==> src/sd_cmd_pkg.sv <==
package sd_cmd_pkg;

    // ==================================================
    // CMD frame geometry
    // ==================================================
    localparam int CMD_BITS          = 48;
    localparam int PAYLOAD_BITS      = 40;
    localparam int CRC_BITS          = 7;
    localparam int TURNAROUND_CYCLES = 2;

    typedef logic [CMD_BITS-1:0] cmd_word_t;
    typedef logic [CRC_BITS-1:0] crc7_t;
    typedef logic [5:0]          bit_count_t;

    // x^7 + x^3 + 1, the x^7 term is implicit
    localparam crc7_t CRC7_POLY = 7'h09;

    typedef enum logic {
        RESP_NONE = 1'b0,
        RESP_48   = 1'b1
    } resp_type_t;

    // ==================================================
    // State machines
    // ==================================================
    typedef enum logic [2:0] {
        SEQ_IDLE,
        SEQ_SEND,
        SEQ_SEND_DROP,
        SEQ_RECV,
        SEQ_RECV_DROP
    } seq_state_t;

    typedef enum logic [2:0] {
        TX_IDLE,
        TX_PAYLOAD,
        TX_CRC,
        TX_STOP,
        TX_ACK
    } tx_state_t;

    typedef enum logic [2:0] {
        RX_IDLE,
        RX_TURN,
        RX_HUNT,
        RX_SHIFT,
        RX_ACK
    } rx_state_t;

endpackage

==> src/sd_xfer_if.sv <==
`timescale 1ns/10ps

interface sd_xfer_if import sd_cmd_pkg::*; ();

    // Four-phase handshake
    logic req;
    logic ack;

    // Driven by the initiator for a send and by the engine for a receive
    wire cmd_word_t word;

    // Only meaningful while ack is high on a receive
    logic err;

    modport initiator (
        output req,
        input  ack,
        inout  word,
        input  err
    );

    modport engine (
        input  req,
        output ack,
        inout  word,
        output err
    );

endinterface

==> src/sd_crc7.sv <==
`timescale 1ns/10ps

module sd_crc7 import sd_cmd_pkg::*; (
    input  logic  clk_fast,
    input  logic  clear,
    input  logic  enable,
    input  logic  data_bit,
    output crc7_t crc
);

    logic feedback;

    // Incoming bit meets the bit falling off the top
    assign feedback = crc[CRC_BITS-1] ^ data_bit;

    always_ff @(posedge clk_fast) begin
        if (clear) begin
            crc <= '0;
        end else if (enable) begin
            crc <= {crc[CRC_BITS-2:0], 1'b0} ^ (feedback ? CRC7_POLY : crc7_t'(0));
        end
    end

endmodule

==> src/sd_cmd_sender.sv <==
`timescale 1ns/10ps

module sd_cmd_sender import sd_cmd_pkg::*; (
    input  logic      clk_fast,
    input  logic      init_resetPulse,
    sd_xfer_if.engine xfer,
    output logic      sd_cmd_out,
    output logic      sd_cmd_oe
);

    tx_state_t  state;
    bit_count_t cnt;
    cmd_word_t  shift_q;
    crc7_t      crc;
    logic [2:0] crc_idx;

    // CRC goes out MSB first
    assign crc_idx = 3'(CRC_BITS - 1) - cnt[2:0];

    // Nothing on the send path can fail
    assign xfer.err = 1'b0;

    // Remainder restarts every time the sender is idle
    sd_crc7 crc_i (
        .clk_fast (clk_fast),
        .clear    (state == TX_IDLE),
        .enable   (state == TX_PAYLOAD),
        .data_bit (shift_q[CMD_BITS-1]),
        .crc      (crc)
    );

    always_ff @(posedge clk_fast) begin
        if (state == TX_IDLE && xfer.req) begin
            shift_q <= xfer.word;
        end else if (state == TX_PAYLOAD) begin
            shift_q <= {shift_q[CMD_BITS-2:0], 1'b0};
        end
    end

    // ==================================================
    // Line FSM, outputs registered so oe is glitch free
    // ==================================================
    always_ff @(posedge clk_fast) begin
        if (init_resetPulse) begin
            state      <= TX_IDLE;
            cnt        <= '0;
            xfer.ack   <= 1'b0;
            sd_cmd_out <= 1'b0;
            sd_cmd_oe  <= 1'b0;
        end else begin
            case (state)
            TX_IDLE: begin
                if (xfer.req) begin
                    cnt   <= '0;
                    state <= TX_PAYLOAD;
                end
            end
            TX_PAYLOAD: begin
                sd_cmd_out <= shift_q[CMD_BITS-1];
                sd_cmd_oe  <= 1'b1;
                cnt        <= cnt + bit_count_t'(1);
                if (cnt == bit_count_t'(PAYLOAD_BITS - 1)) begin
                    cnt   <= '0;
                    state <= TX_CRC;
                end
            end
            TX_CRC: begin
                sd_cmd_out <= crc[crc_idx];
                cnt        <= cnt + bit_count_t'(1);
                if (cnt == bit_count_t'(CRC_BITS - 1)) begin
                    state <= TX_STOP;
                end
            end
            TX_STOP: begin
                sd_cmd_out <= 1'b1;
                state      <= TX_ACK;
            end
            TX_ACK: begin
                // Line released in the same cycle that ack rises
                sd_cmd_oe  <= 1'b0;
                sd_cmd_out <= 1'b0;
                xfer.ack   <= 1'b1;
                if (xfer.ack && !xfer.req) begin
                    xfer.ack <= 1'b0;
                    state    <= TX_IDLE;
                end
            end
            default: state <= TX_IDLE;
            endcase
        end
    end

endmodule

==> src/sd_resp_receiver.sv <==
`timescale 1ns/10ps

module sd_resp_receiver import sd_cmd_pkg::*; (
    input  logic      clk_fast,
    input  logic      init_resetPulse,
    sd_xfer_if.engine xfer,
    input  logic      sd_cmd_in
);

    rx_state_t  state;
    bit_count_t cnt;
    cmd_word_t  shift_q;
    crc7_t      crc;
    logic       err_q;
    logic       start_seen;
    logic       crc_enable;

    assign start_seen = (state == RX_HUNT) && !sd_cmd_in;

    // Start bit plus the next 39 bits feed the CRC
    assign crc_enable = start_seen ||
                        ((state == RX_SHIFT) && (cnt < bit_count_t'(PAYLOAD_BITS)));

    assign xfer.word = shift_q;
    assign xfer.err  = err_q;

    sd_crc7 crc_i (
        .clk_fast (clk_fast),
        .clear    (state == RX_IDLE),
        .enable   (crc_enable),
        .data_bit (sd_cmd_in),
        .crc      (crc)
    );

    // Frame shifter, held once the ACK state is reached
    always_ff @(posedge clk_fast) begin
        if (start_seen || state == RX_SHIFT) begin
            shift_q <= {shift_q[CMD_BITS-2:0], sd_cmd_in};
        end
    end

    // ==================================================
    // Receive FSM
    // ==================================================
    always_ff @(posedge clk_fast) begin
        if (init_resetPulse) begin
            state    <= RX_IDLE;
            cnt      <= '0;
            err_q    <= 1'b0;
            xfer.ack <= 1'b0;
        end else begin
            case (state)
            RX_IDLE: begin
                if (xfer.req) begin
                    cnt   <= '0;
                    state <= RX_TURN;
                end
            end
            RX_TURN: begin
                // Card may still be fighting the released line here
                cnt <= cnt + bit_count_t'(1);
                if (cnt == bit_count_t'(TURNAROUND_CYCLES - 1)) begin
                    state <= RX_HUNT;
                end
            end
            RX_HUNT: begin
                // No time limit on the start bit
                if (start_seen) begin
                    cnt   <= bit_count_t'(1);
                    state <= RX_SHIFT;
                end
            end
            RX_SHIFT: begin
                cnt <= cnt + bit_count_t'(1);
                if (cnt == bit_count_t'(CMD_BITS - 1)) begin
                    state <= RX_ACK;
                end
            end
            RX_ACK: begin
                // CRC sits in bits 7:1, end bit in bit 0
                err_q    <= (shift_q[CRC_BITS:1] != crc) || !shift_q[0];
                xfer.ack <= 1'b1;
                if (xfer.ack && !xfer.req) begin
                    xfer.ack <= 1'b0;
                    state    <= RX_IDLE;
                end
            end
            default: state <= RX_IDLE;
            endcase
        end
    end

endmodule

==> src/sd_cmd_sequencer.sv <==
`timescale 1ns/10ps

module sd_cmd_sequencer import sd_cmd_pkg::*; (
    input  logic         clk_fast,
    input  logic         init_resetPulse,
    input  logic         cmd_trigger,
    input  cmd_word_t    cmd_data,
    input  resp_type_t   cmd_resp_type,
    output logic         cmd_done,
    output logic         resp_done,
    output cmd_word_t    resp_data,
    output logic         resp_crc_err,
    sd_xfer_if.initiator tx,
    sd_xfer_if.initiator rx
);

    seq_state_t state;
    resp_type_t resp_type_q;
    cmd_word_t  cmd_q;
    logic       trigger_q;
    logic       trigger_change;

    // Toggles seen while busy are absorbed here and never acted on
    assign trigger_change = cmd_trigger ^ trigger_q;

    assign tx.word = cmd_q;

    always_ff @(posedge clk_fast) begin
        trigger_q <= cmd_trigger;
        if (state == SEQ_IDLE && trigger_change) begin
            cmd_q <= cmd_data;
        end
        if (state == SEQ_RECV && rx.ack) begin
            resp_data <= rx.word;
        end
    end

    // ==================================================
    // Toggle to four-phase bridge
    // ==================================================
    always_ff @(posedge clk_fast) begin
        if (init_resetPulse) begin
            state        <= SEQ_IDLE;
            resp_type_q  <= RESP_NONE;
            tx.req       <= 1'b0;
            rx.req       <= 1'b0;
            cmd_done     <= 1'b0;
            resp_done    <= 1'b0;
            resp_crc_err <= 1'b0;
        end else begin
            case (state)
            SEQ_IDLE: begin
                if (trigger_change) begin
                    resp_type_q <= cmd_resp_type;
                    tx.req      <= 1'b1;
                    state       <= SEQ_SEND;
                end
            end
            SEQ_SEND: begin
                if (tx.ack) begin
                    tx.req   <= 1'b0;
                    cmd_done <= ~cmd_done;
                    // Start the receiver now so it is hunting before the card replies
                    rx.req   <= (resp_type_q == RESP_48);
                    state    <= SEQ_SEND_DROP;
                end
            end
            SEQ_SEND_DROP: begin
                if (!tx.ack) begin
                    state <= (resp_type_q == RESP_48) ? SEQ_RECV : SEQ_IDLE;
                end
            end
            SEQ_RECV: begin
                if (rx.ack) begin
                    rx.req       <= 1'b0;
                    resp_crc_err <= rx.err;
                    resp_done    <= ~resp_done;
                    state        <= SEQ_RECV_DROP;
                end
            end
            SEQ_RECV_DROP: begin
                if (!rx.ack) begin
                    state <= SEQ_IDLE;
                end
            end
            default: state <= SEQ_IDLE;
            endcase
        end
    end

endmodule

==> src/sd_cmd_controller.sv <==
`timescale 1ns/10ps

module sd_cmd_controller import sd_cmd_pkg::*; (
    input  logic       clk_fast,
    input  logic       init_resetPulse,

    // Command side, toggle signalling
    input  logic       cmd_trigger,
    input  cmd_word_t  cmd_data,
    input  resp_type_t cmd_resp_type,
    output logic       cmd_done,

    // Response side
    output logic       resp_done,
    output cmd_word_t  resp_data,
    output logic       resp_crc_err,

    // Split CMD pin
    output logic       sd_cmd_out,
    output logic       sd_cmd_oe,
    input  logic       sd_cmd_in
);

    sd_xfer_if tx_bus ();
    sd_xfer_if rx_bus ();

    sd_cmd_sequencer seq_i (
        .clk_fast        (clk_fast),
        .init_resetPulse (init_resetPulse),
        .cmd_trigger     (cmd_trigger),
        .cmd_data        (cmd_data),
        .cmd_resp_type   (cmd_resp_type),
        .cmd_done        (cmd_done),
        .resp_done       (resp_done),
        .resp_data       (resp_data),
        .resp_crc_err    (resp_crc_err),
        .tx              (tx_bus.initiator),
        .rx              (rx_bus.initiator)
    );

    // Sole owner of the CMD output and its enable
    sd_cmd_sender tx_i (
        .clk_fast        (clk_fast),
        .init_resetPulse (init_resetPulse),
        .xfer            (tx_bus.engine),
        .sd_cmd_out      (sd_cmd_out),
        .sd_cmd_oe       (sd_cmd_oe)
    );

    sd_resp_receiver rx_i (
        .clk_fast        (clk_fast),
        .init_resetPulse (init_resetPulse),
        .xfer            (rx_bus.engine),
        .sd_cmd_in       (sd_cmd_in)
    );

endmodule

==> config.mk <==
export PLATFORM = sky130hd
export DESIGN_NAME = sd_cmd_controller
export DESIGN_NICKNAME = d
export VERILOG_FILES = /design/src/sd_cmd_pkg.sv /design/src/sd_xfer_if.sv /design/src/sd_crc7.sv /design/src/sd_cmd_sender.sv /design/src/sd_resp_receiver.sv /design/src/sd_cmd_sequencer.sv /design/src/sd_cmd_controller.sv
export SDC_FILE = /design/constraint.sdc
export NUM_CORES = 1
export LEC_CHECK = 0
export ABC_AREA = 1
export BUFFER_PORTS_ARGS = -buffer_cell sky130_fd_sc_hd__buf_2
export CORE_ASPECT_RATIO = 1.2
export CORE_UTILIZATION = 55
export CTS_CLUSTER_SIZE = 25
export DETAILED_ROUTE_END_ITERATION = 10
export GPL_ROUTABILITY_DRIVEN = 0
export GPL_TIMING_DRIVEN = 0
export PLACE_DENSITY_LB_ADDON = 0.25
export SYNTH_ARGS = -nofsm -noshare
export SYNTH_HDL_FRONTEND = slang
export SYNTH_HIERARCHICAL = 1
export SYNTH_SLANG_ARGS = --single-unit
==> constraint.sdc <==
create_clock -name clk_fast -period 3.7 [get_ports clk_fast]
set_clock_uncertainty 0.2 [all_clocks]
set_input_delay 0.74 -clock clk_fast [delete_from_list [all_inputs] [get_ports clk_fast]]
set_output_delay 0.74 -clock clk_fast [all_outputs]
set_load 0.02 [all_outputs]
# After elaboration in Yosys (flattened, before gate mapping)
# Cells that the tools add are included.
# W data, S select, Z words.
classes:
  n_bitwise: 7
  n_eq_ne: 31
  magnitude_cmp: 2
  n_addsub: 3
  mux: 40
  reduce_logical: 35
ops:
  columns: ["cell", "n"]
  rows:
  - ["$mux W48", 2]
  - ["$pmux W3 S5", 3]
  - ["$mux W3", 14]
  - ["$pmux W6 S3", 2]
  - ["$mux W6", 4]
  - ["$eq A3 B2 Y1 const B", 6]
  - ["$ne A2 B1 Y1 const B", 9]
  - ["$xor A7 B4 Y7", 2]
  - ["$add A6 B1 Y6 const B", 2]
  - ["$eq A6 B6 Y1 const B", 2]
  - ["$ne A2 B2 Y1 const B", 5]
  - ["$reduce_and A5 Y1", 2]
  - ["$eq A3 B1 Y1 const B", 3]
  - ["$eq A3 B3 Y1 const B", 3]
  - ["$logic_not A3 Y1", 3]
  - ["$reduce_and A3 Y1", 3]
  - ["$mux W4", 2]
  - ["$reduce_and A2 Y1", 4]
  - ["$reduce_bool A2 Y1", 4]
  - ["$logic_and A1 B1 Y1", 7]
  - ["$mux W1", 7]
  - ["$ne A7 B7 Y1", 1]
  - ["$eq A6 B1 Y1 const B", 1]
  - ["$eq A6 B3 Y1 const B", 1]
  - ["15 further kinds", 26]
totals:
  word_cells: 141
  output_inout_bits: 53
  input_bits: 53
  ff_bits: 239

# Depth between registers and ports, before layout
# Gate-level depths: netlist of run 1.
logic_depth:
  ltp_word: 4
  ltp_mapped: 10

# Hierarchy
# Netlist of run 1, hierarchy kept.
by_module_without_submodules:
  columns: ["module", "n_inst", "area_per_inst_um2", "seq_area_each_um2", "cells_each"]
  rows:
  - ["sd_cmd_sequencer", 1, 3360.7, 3083.0, 164]
  - ["sd_cmd_sender", 1, 2773.9, 1681.6, 221]
  - ["sd_resp_receiver", 1, 2205.9, 1661.6, 169]
  - ["sd_crc7", 2, 291.5, 140.1, 40]

# Least setup slack after synthesis of run 1
# No wires, ideal clock.
synth_path:
  path_type: "input-to-reg"
  startpoint: "in cmd_trigger"
  endpoint: "reg seq_i.resp_type_q"
  path_slack_ns: 0.742
  path_buffers: 0
  cell_stages: 6
  required_time_ns: 3.380
  arrival_time_ns: 2.638
  cell_sequence: "inv_1 -> nand2_1 -> a21oi_2 -> inv_1 -> nor2_1 -> nor2_1"
synth_between:
  elab_chain_cells: 2
synth_rtl:
  columns: ["item", "line", "rtl"]
  rows:
  - ["from (decl)", "sd_cmd_controller.sv:8", "input logic cmd_trigger,"]
  - ["$xor A1 B1 Y1", "sd_cmd_sequencer.sv:24", "assign trigger_change = cmd_trigger ^ trigger_q;"]
  - ["$reduce_and A2 Y1 (no source line)", null, null]
  - ["to (signal assigned)", "sd_cmd_sequencer.sv:54", "resp_type_q <= cmd_resp_type;"]
  - ["to (decl)", "sd_cmd_sequencer.sv:18", "resp_type_t resp_type_q;"]
# No other way between the ends.
# A chain may end at the register's enable or synchronous reset.

# Worst setup path in the final report of run 1
layout_path:
  startpoint: "reg tx_i.state[0]"
  endpoint: "reg tx_i.shift_q[36], enable pin"
layout_between:
  elab_chain_cells: 3
  word_cells_on_any_way: 4
layout_rtl:
  columns: ["item", "line", "rtl"]
  rows:
  - ["from (decl)", "sd_cmd_sender.sv:11", "tx_state_t state;"]
  - ["from (signal assigned)", "sd_cmd_sender.sv:45", "state <= TX_IDLE;"]
  - ["from (signal assigned)", "sd_cmd_sender.sv:55", "state <= TX_PAYLOAD;"]
  - ["from (signal assigned)", "sd_cmd_sender.sv:64", "state <= TX_CRC;"]
  - ["$logic_not A3 Y1", "sd_cmd_sender.sv:33", "if (state == TX_IDLE && xfer.req) begin"]
  - ["$logic_and A1 B1 Y1", "sd_cmd_sender.sv:33", null]
  - ["$reduce_bool A2 Y1 (no source line) (*)", null, null]
  - ["to (signal assigned)", "sd_cmd_sender.sv:34", "shift_q <= xfer.word;"]
  - ["to (signal assigned)", "sd_cmd_sender.sv:36", "shift_q <= {shift_q[CMD_BITS-2:0], 1'b0};"]
  - ["to (decl)", "sd_cmd_sender.sv:13", "cmd_word_t shift_q;"]
# Every way passes the cells marked *; elsewhere a longest branch is shown, timed or not.

==> results of run 1 <==
registers in the layout (all words and copies together), names as in the netlist:
signal              cells
rx_i/xfer.err           1
seq_i/rx.req            1
rx_i/state              3
tx_i/sd_cmd_oe          1
seq_i/resp_crc_err      1
tx_i/cnt                6
seq_i/tx.req            1
seq_i/resp_done         1
rx_i/crc_i/crc          7
tx_i/shift_q           48
rx_i/xfer.ack           1
seq_i/cmd_done          1
tx_i/state              3
seq_i/resp_data        48
rx_i/cnt                6
tx_i/xfer.ack           1
tx_i/crc_i/crc          7
seq_i/tx.word          48
tx_i/sd_cmd_out         1
seq_i/state             3
seq_i/resp_type_q       1
seq_i/trigger_q         1
rx_i/xfer.word         48
worst paths after layout:
| kind | start | endpoint | slack, ns | cells after the start |
|---|---|---|---|---|
| max reg2reg | tx_i/state[0] | tx_i/shift_q[36] | 1.32 | 7 |
| max | tx_i/state[0] | tx_i/shift_q[36] | 1.32 | 7 |
| min reg2reg | rx_i/xfer.word[47] | seq_i/resp_data[47] | 0.22 | 0 |
| min | cmd_trigger | seq_i/trigger_q | 0.17 | 1 |
through the flow:
step	total power, mW	instances	instance area, um^2	util [%]
floorplan	5.01	632	8910	-
global placement	5.33	945	9700	61.8
detailed placement	5.44	948	9770	62.2
CTS	7.61	989	10500	66.7
global route	7.90	989	10500	66.7
finish	7.53	990	10500	66.7
power by group through the flow:
stage	Clock [mW]	Combinational, mW	Sequential (mW)
after floorplan	0	1.08	3.93
after global placement	0	1.32	4.00
after detailed placement	0	1.45	3.98
after CTS	2.21	1.45	3.94
after global routing	2.30	1.60	4.00
final	2.15	1.44	3.94
critical path, cell delays in order (launching register included):
cell and delay [ns]:
dfxtp_1 0.34, or2_4 0.29, nor2_4 0.21, nand2_2 0.12, buf_6 0.17, buf_6 0.16
nand2_2 0.29, buf_12 0.27
cell usage in the layout (no fill, tap or decap), types with 3 or more instances in the layout:
master,n
nor2_1,52
xor2_1,3
nand3_2,4
ha_1,4
a21oi_1,23
clkbuf_1,4
or2_2,4
nand2_1,96
clkbuf_16,23
dfxtp_1,47
inv_1,59
mux2_2,39
nand3_1,31
mux2_4,8
nand4_1,6
o21ai_0,14
inv_2,5
buf_6,4
o21ai_1,3
edfxtp_1,192
a211oi_1,7
nand2_2,9
clkinv_2,3
clkinv_1,6
buf_12,3
buf_2,108
cell type report:
class                   count  area, um^2
flip-flops and latches    239        6710
fillers                  1114        5230
multi-input cells         319        1890
clock buffers              28         604
repair buffers            108         586
well taps                 208         260
inverters                  65         249
clock inverters            13        91.3
plain buffers               9        75.1
diodes                      1        2.50
layer usage:
layer / routed length (um) / GRT usage (%) / share of wire, %
met1: 6110 / 21.2 / 43
met3: 782 / 3.74 / 5.5
met2: 7200 / 31.5 / 50
met5: 0 / 0 / 0
met4: 252 / 5.80 / 1.8
==> results_dict.tcl, run 1 <==
set metrics [dict create \
    grt_usage_pct 17.6 \
    antenna_found_initial 1 \
    die_h_um 141 \
    hpwl_um 9380 \
    coreArea_um2 15700 \
    cp_max_fo 37 \
    fp.dieW_um 118 \
    start_kind "flip-flop" \
    ctsResizeCount 0 \
    required_ns 3.69 \
    power_frac_comb_pct 19.1 \
    cts_buffers 23 \
    setup-tns-final_ns 0 \
    antenna_left 0 \
    drive_above_1_share_pct 29.1 \
    timing.final.crit_share_pct 64.4 \
    clkPwrFrac_pct 28.6 \
    cts.hold.buffers_added 0 \
    internal-power_mw 5.53 \
    drt_first_pass_iters 4 \
    cts_buffer_depth 3 \
    peakVddDrop_mv 0.524 \
    post-route-drc-count 0 \
    status "finished clean" \
    slew_headroom_pct 48.1 \
    seq_power_share_pct 52.3 \
    grt_pass1_vias 5073 \
    fp-row-count 50 \
    initial_utilization_pct 56.8 \
    gr-total-overflow 0 \
    p_switching_mw 2.00 \
    finalMaxSlewViolations 0 \
    rsz0062_at_grt "false" \
    syn_area_um2 8910 \
    maxCapViolCount 0 \
    cts.clk_slew.worst_paths_ns 0.06 \
    critical_path_class "reg2reg" \
    fmax_mhz 420 \
    crit_path_end_kind "flip-flop" \
    grt_max_degree 52 \
    port_buffers 105 \
    p_sw_share_pct 26.6 \
    htreeDepth 1 \
    worst_pin_slew_ns 0.777 \
    cts_setup_buffers 0 \
    worst_slack_ns 1.32 \
    insertion_delay_ns 0.50 \
    nNetsFinal 822 \
    clock-sinks 239 \
    cts_root_buf "clkbuf_16" \
    syn-num-nets 689 \
    powerDensity_nw_per_um2 719 \
    hold_viol 0 \
    p_leak_nw 3.98 \
    setup_viol 0 \
    place_ws_ns 1.23 \
    cp.arrival_ns 2.37 \
    hold-worst-slack_ns 0.174 \
    cts_tree "done" \
    ios 106 \
    netlist_instances 632 \
    min_path_type "in2reg" \
    num_vias 5059 \
    drt-wirelength-per-cell_um 14.5 \
    period_minus_slack_ns 2.38 \
    grt_pass1_wl_um 23600 \
    drt-vias-per-instance 5.11 \
    drt_iter0_drc 351 \
    yosysWarnings 6 \
    die_area_um2 16700 \
    area_growth_pct 17.5 \
    routed_wl_um 14300 \
    postSynthAreaPerCell_um2 14.1 \
]
Power figures use the tool's default switching activity.
==> run 2, diff against run 1 <==
- CORE_UTILIZATION: 55 -> 52
- clock period: 3.7 -> 1.9 ns (I/O delays scaled with it)
==> results_dict.tcl, run 2 (synthesis gave the netlist of run 1 again) <==
set metrics [dict create \
    status "finished clean" \
    period_minus_slack_ns 1.88 \
    hold-worst-slack_ns 0.100 \
    drt-wirelength-per-cell_um 14.7 \
    die_area_um2 17700 \
    drt-vias-per-instance 5.04 \
    post-route-drc-count 0 \
    drive_above_1_share_pct 28.6 \
    final_common_cell "edfxtp_1" \
    grt_pass1_wl_um 25100 \
    antenna_left 0 \
    timing.final.crit_share_pct 98.8 \
    hpwl_um 9430 \
    die_h_um 145 \
    worst_slack_ns 0.0222 \
    drt_iter0_drc 350 \
    cts_root_buf "clkbuf_16" \
    coreArea_um2 16800 \
    place_inst 954 \
    setup_viol 0 \
    peakVddDrop_mv 1.04 \
    cts.clk_slew.worst_paths_ns 0.06 \
    maxCapViolCount 0 \
    slew_headroom_pct 59.4 \
    p_leak_nw 4.25 \
    num_vias 5317 \
    worst_pin_slew_ns 0.610 \
    hold_viol 0 \
    powerDensity_nw_per_um2 1360 \
    diodes 0 \
    crit_path_end_kind "flip-flop" \
    fp-row-count 52 \
    place_ws_ns -0.292 \
    required_ns 1.95 \
    nNetsFinal 878 \
    whs_path_depth 2 \
    antenna_found_initial 0 \
    start_kind "flip-flop" \
    htreeDepth 1 \
    fin_util_pct 66.3 \
    stdcell_count 1054 \
    insertion_delay_ns 0.50 \
    cp.arrival_ns 1.93 \
    cp_max_fo 20 \
    finalMaxSlewViolations 0 \
    cts_tree "done" \
    fmax_mhz 533 \
    area_growth_pct 24.9 \
    reg2reg_depth 5 \
    cts_buffer_depth 3 \
    cts_buffers 24 \
    port_buffers 105 \
    critical_path_class "reg2reg" \
    rsz0062_at_grt "true" \
    layout_common_cells "192 x edfxtp_1, 107 x buf_2, 93 x nand2_1" \
    fp.dieW_um 122 \
    grt_max_degree 52 \
    ios 106 \
    drt_first_pass_iters 5 \
    min_path_type "in2reg" \
    routed_wl_um 15500 \
    grt_pass1_vias 5309 \
    gr-total-overflow 0 \
    grt_usage_pct 17.9 \
    initial_utilization_pct 53.1 \
    clock-sinks 239 \
]
run 2: per-stage QoR:
step / power, mW / instance area (um^2) / TNS, ns
2_1_floorplan: 9.78 / 8950 / -3.34
3_3_place_gp: 10.4 / 9750 / -46.64
3_5_place_dp: 10.6 / 9770 / -32.43
4_1_cts: 15.2 / 11100 / 0
5_1_grt: 15.9 / 11100 / -0.259
6_report: 15.1 / 11100 / 0
run 2: cell type report:
type                    instances  area [um^2]
repair buffers                161         1090
inverters                      65          249
clock inverters                 9         68.8
clock buffers                  34          679
well taps                     216          270
flip-flops and latches        239         6710
multi-input cells             322         2000
plain buffers                   8         66.3
fillers                      1177         5660
run 2: path summary, 6_finish.rpt:
check / from / to / slack, ns
hold / removal: init_resetPulse / tx_i/cnt[2] / 0.10
hold reg to reg: rx_i/xfer.word[47] / seq_i/resp_data[47] / 0.24
setup / recovery: tx_i/state[1] / tx_i/shift_q[41] / 0.02
setup reg to reg: tx_i/state[1] / tx_i/shift_q[41] / 0.02
run 2: power by group:
part	total (mW)	switching [mW]	leakage, nW	internal (mW)
clock network	4.42	1.81	0.365	2.62
logic	3.04	1.77	1.73	1.27
registers	7.68	0.479	2.16	7.20
run 2: timing repair:
| item | CTS | global route |
|---|---|---|
| endpoints found under the hold margin | 51 | 0 |
| gates cloned | 3 | 0 |
| pin swaps | 3 | 0 |
| resized for setup | 5 | 7 |
| hold buffers | 51 | 0 |
| setup buffers | 1 | 3 |
| endpoints found under the setup margin | 162 | 65 |
run 2: worst max-delay path: stages, from the launching register on:
cell and delay (ns):
dfxtp_1 0.42, or2_4 0.19, nor2_4 0.05, nand2_2 0.10, buf_6 0.29, mux2_2 0.38
run 2: layer usage:
metal / share of wire (%) / track usage, %
met2: 50 / 30.6
met4: 1.6 / 5.62
met1: 42 / 22.9
met5: 0 / 0
met3: 5.9 / 3.49
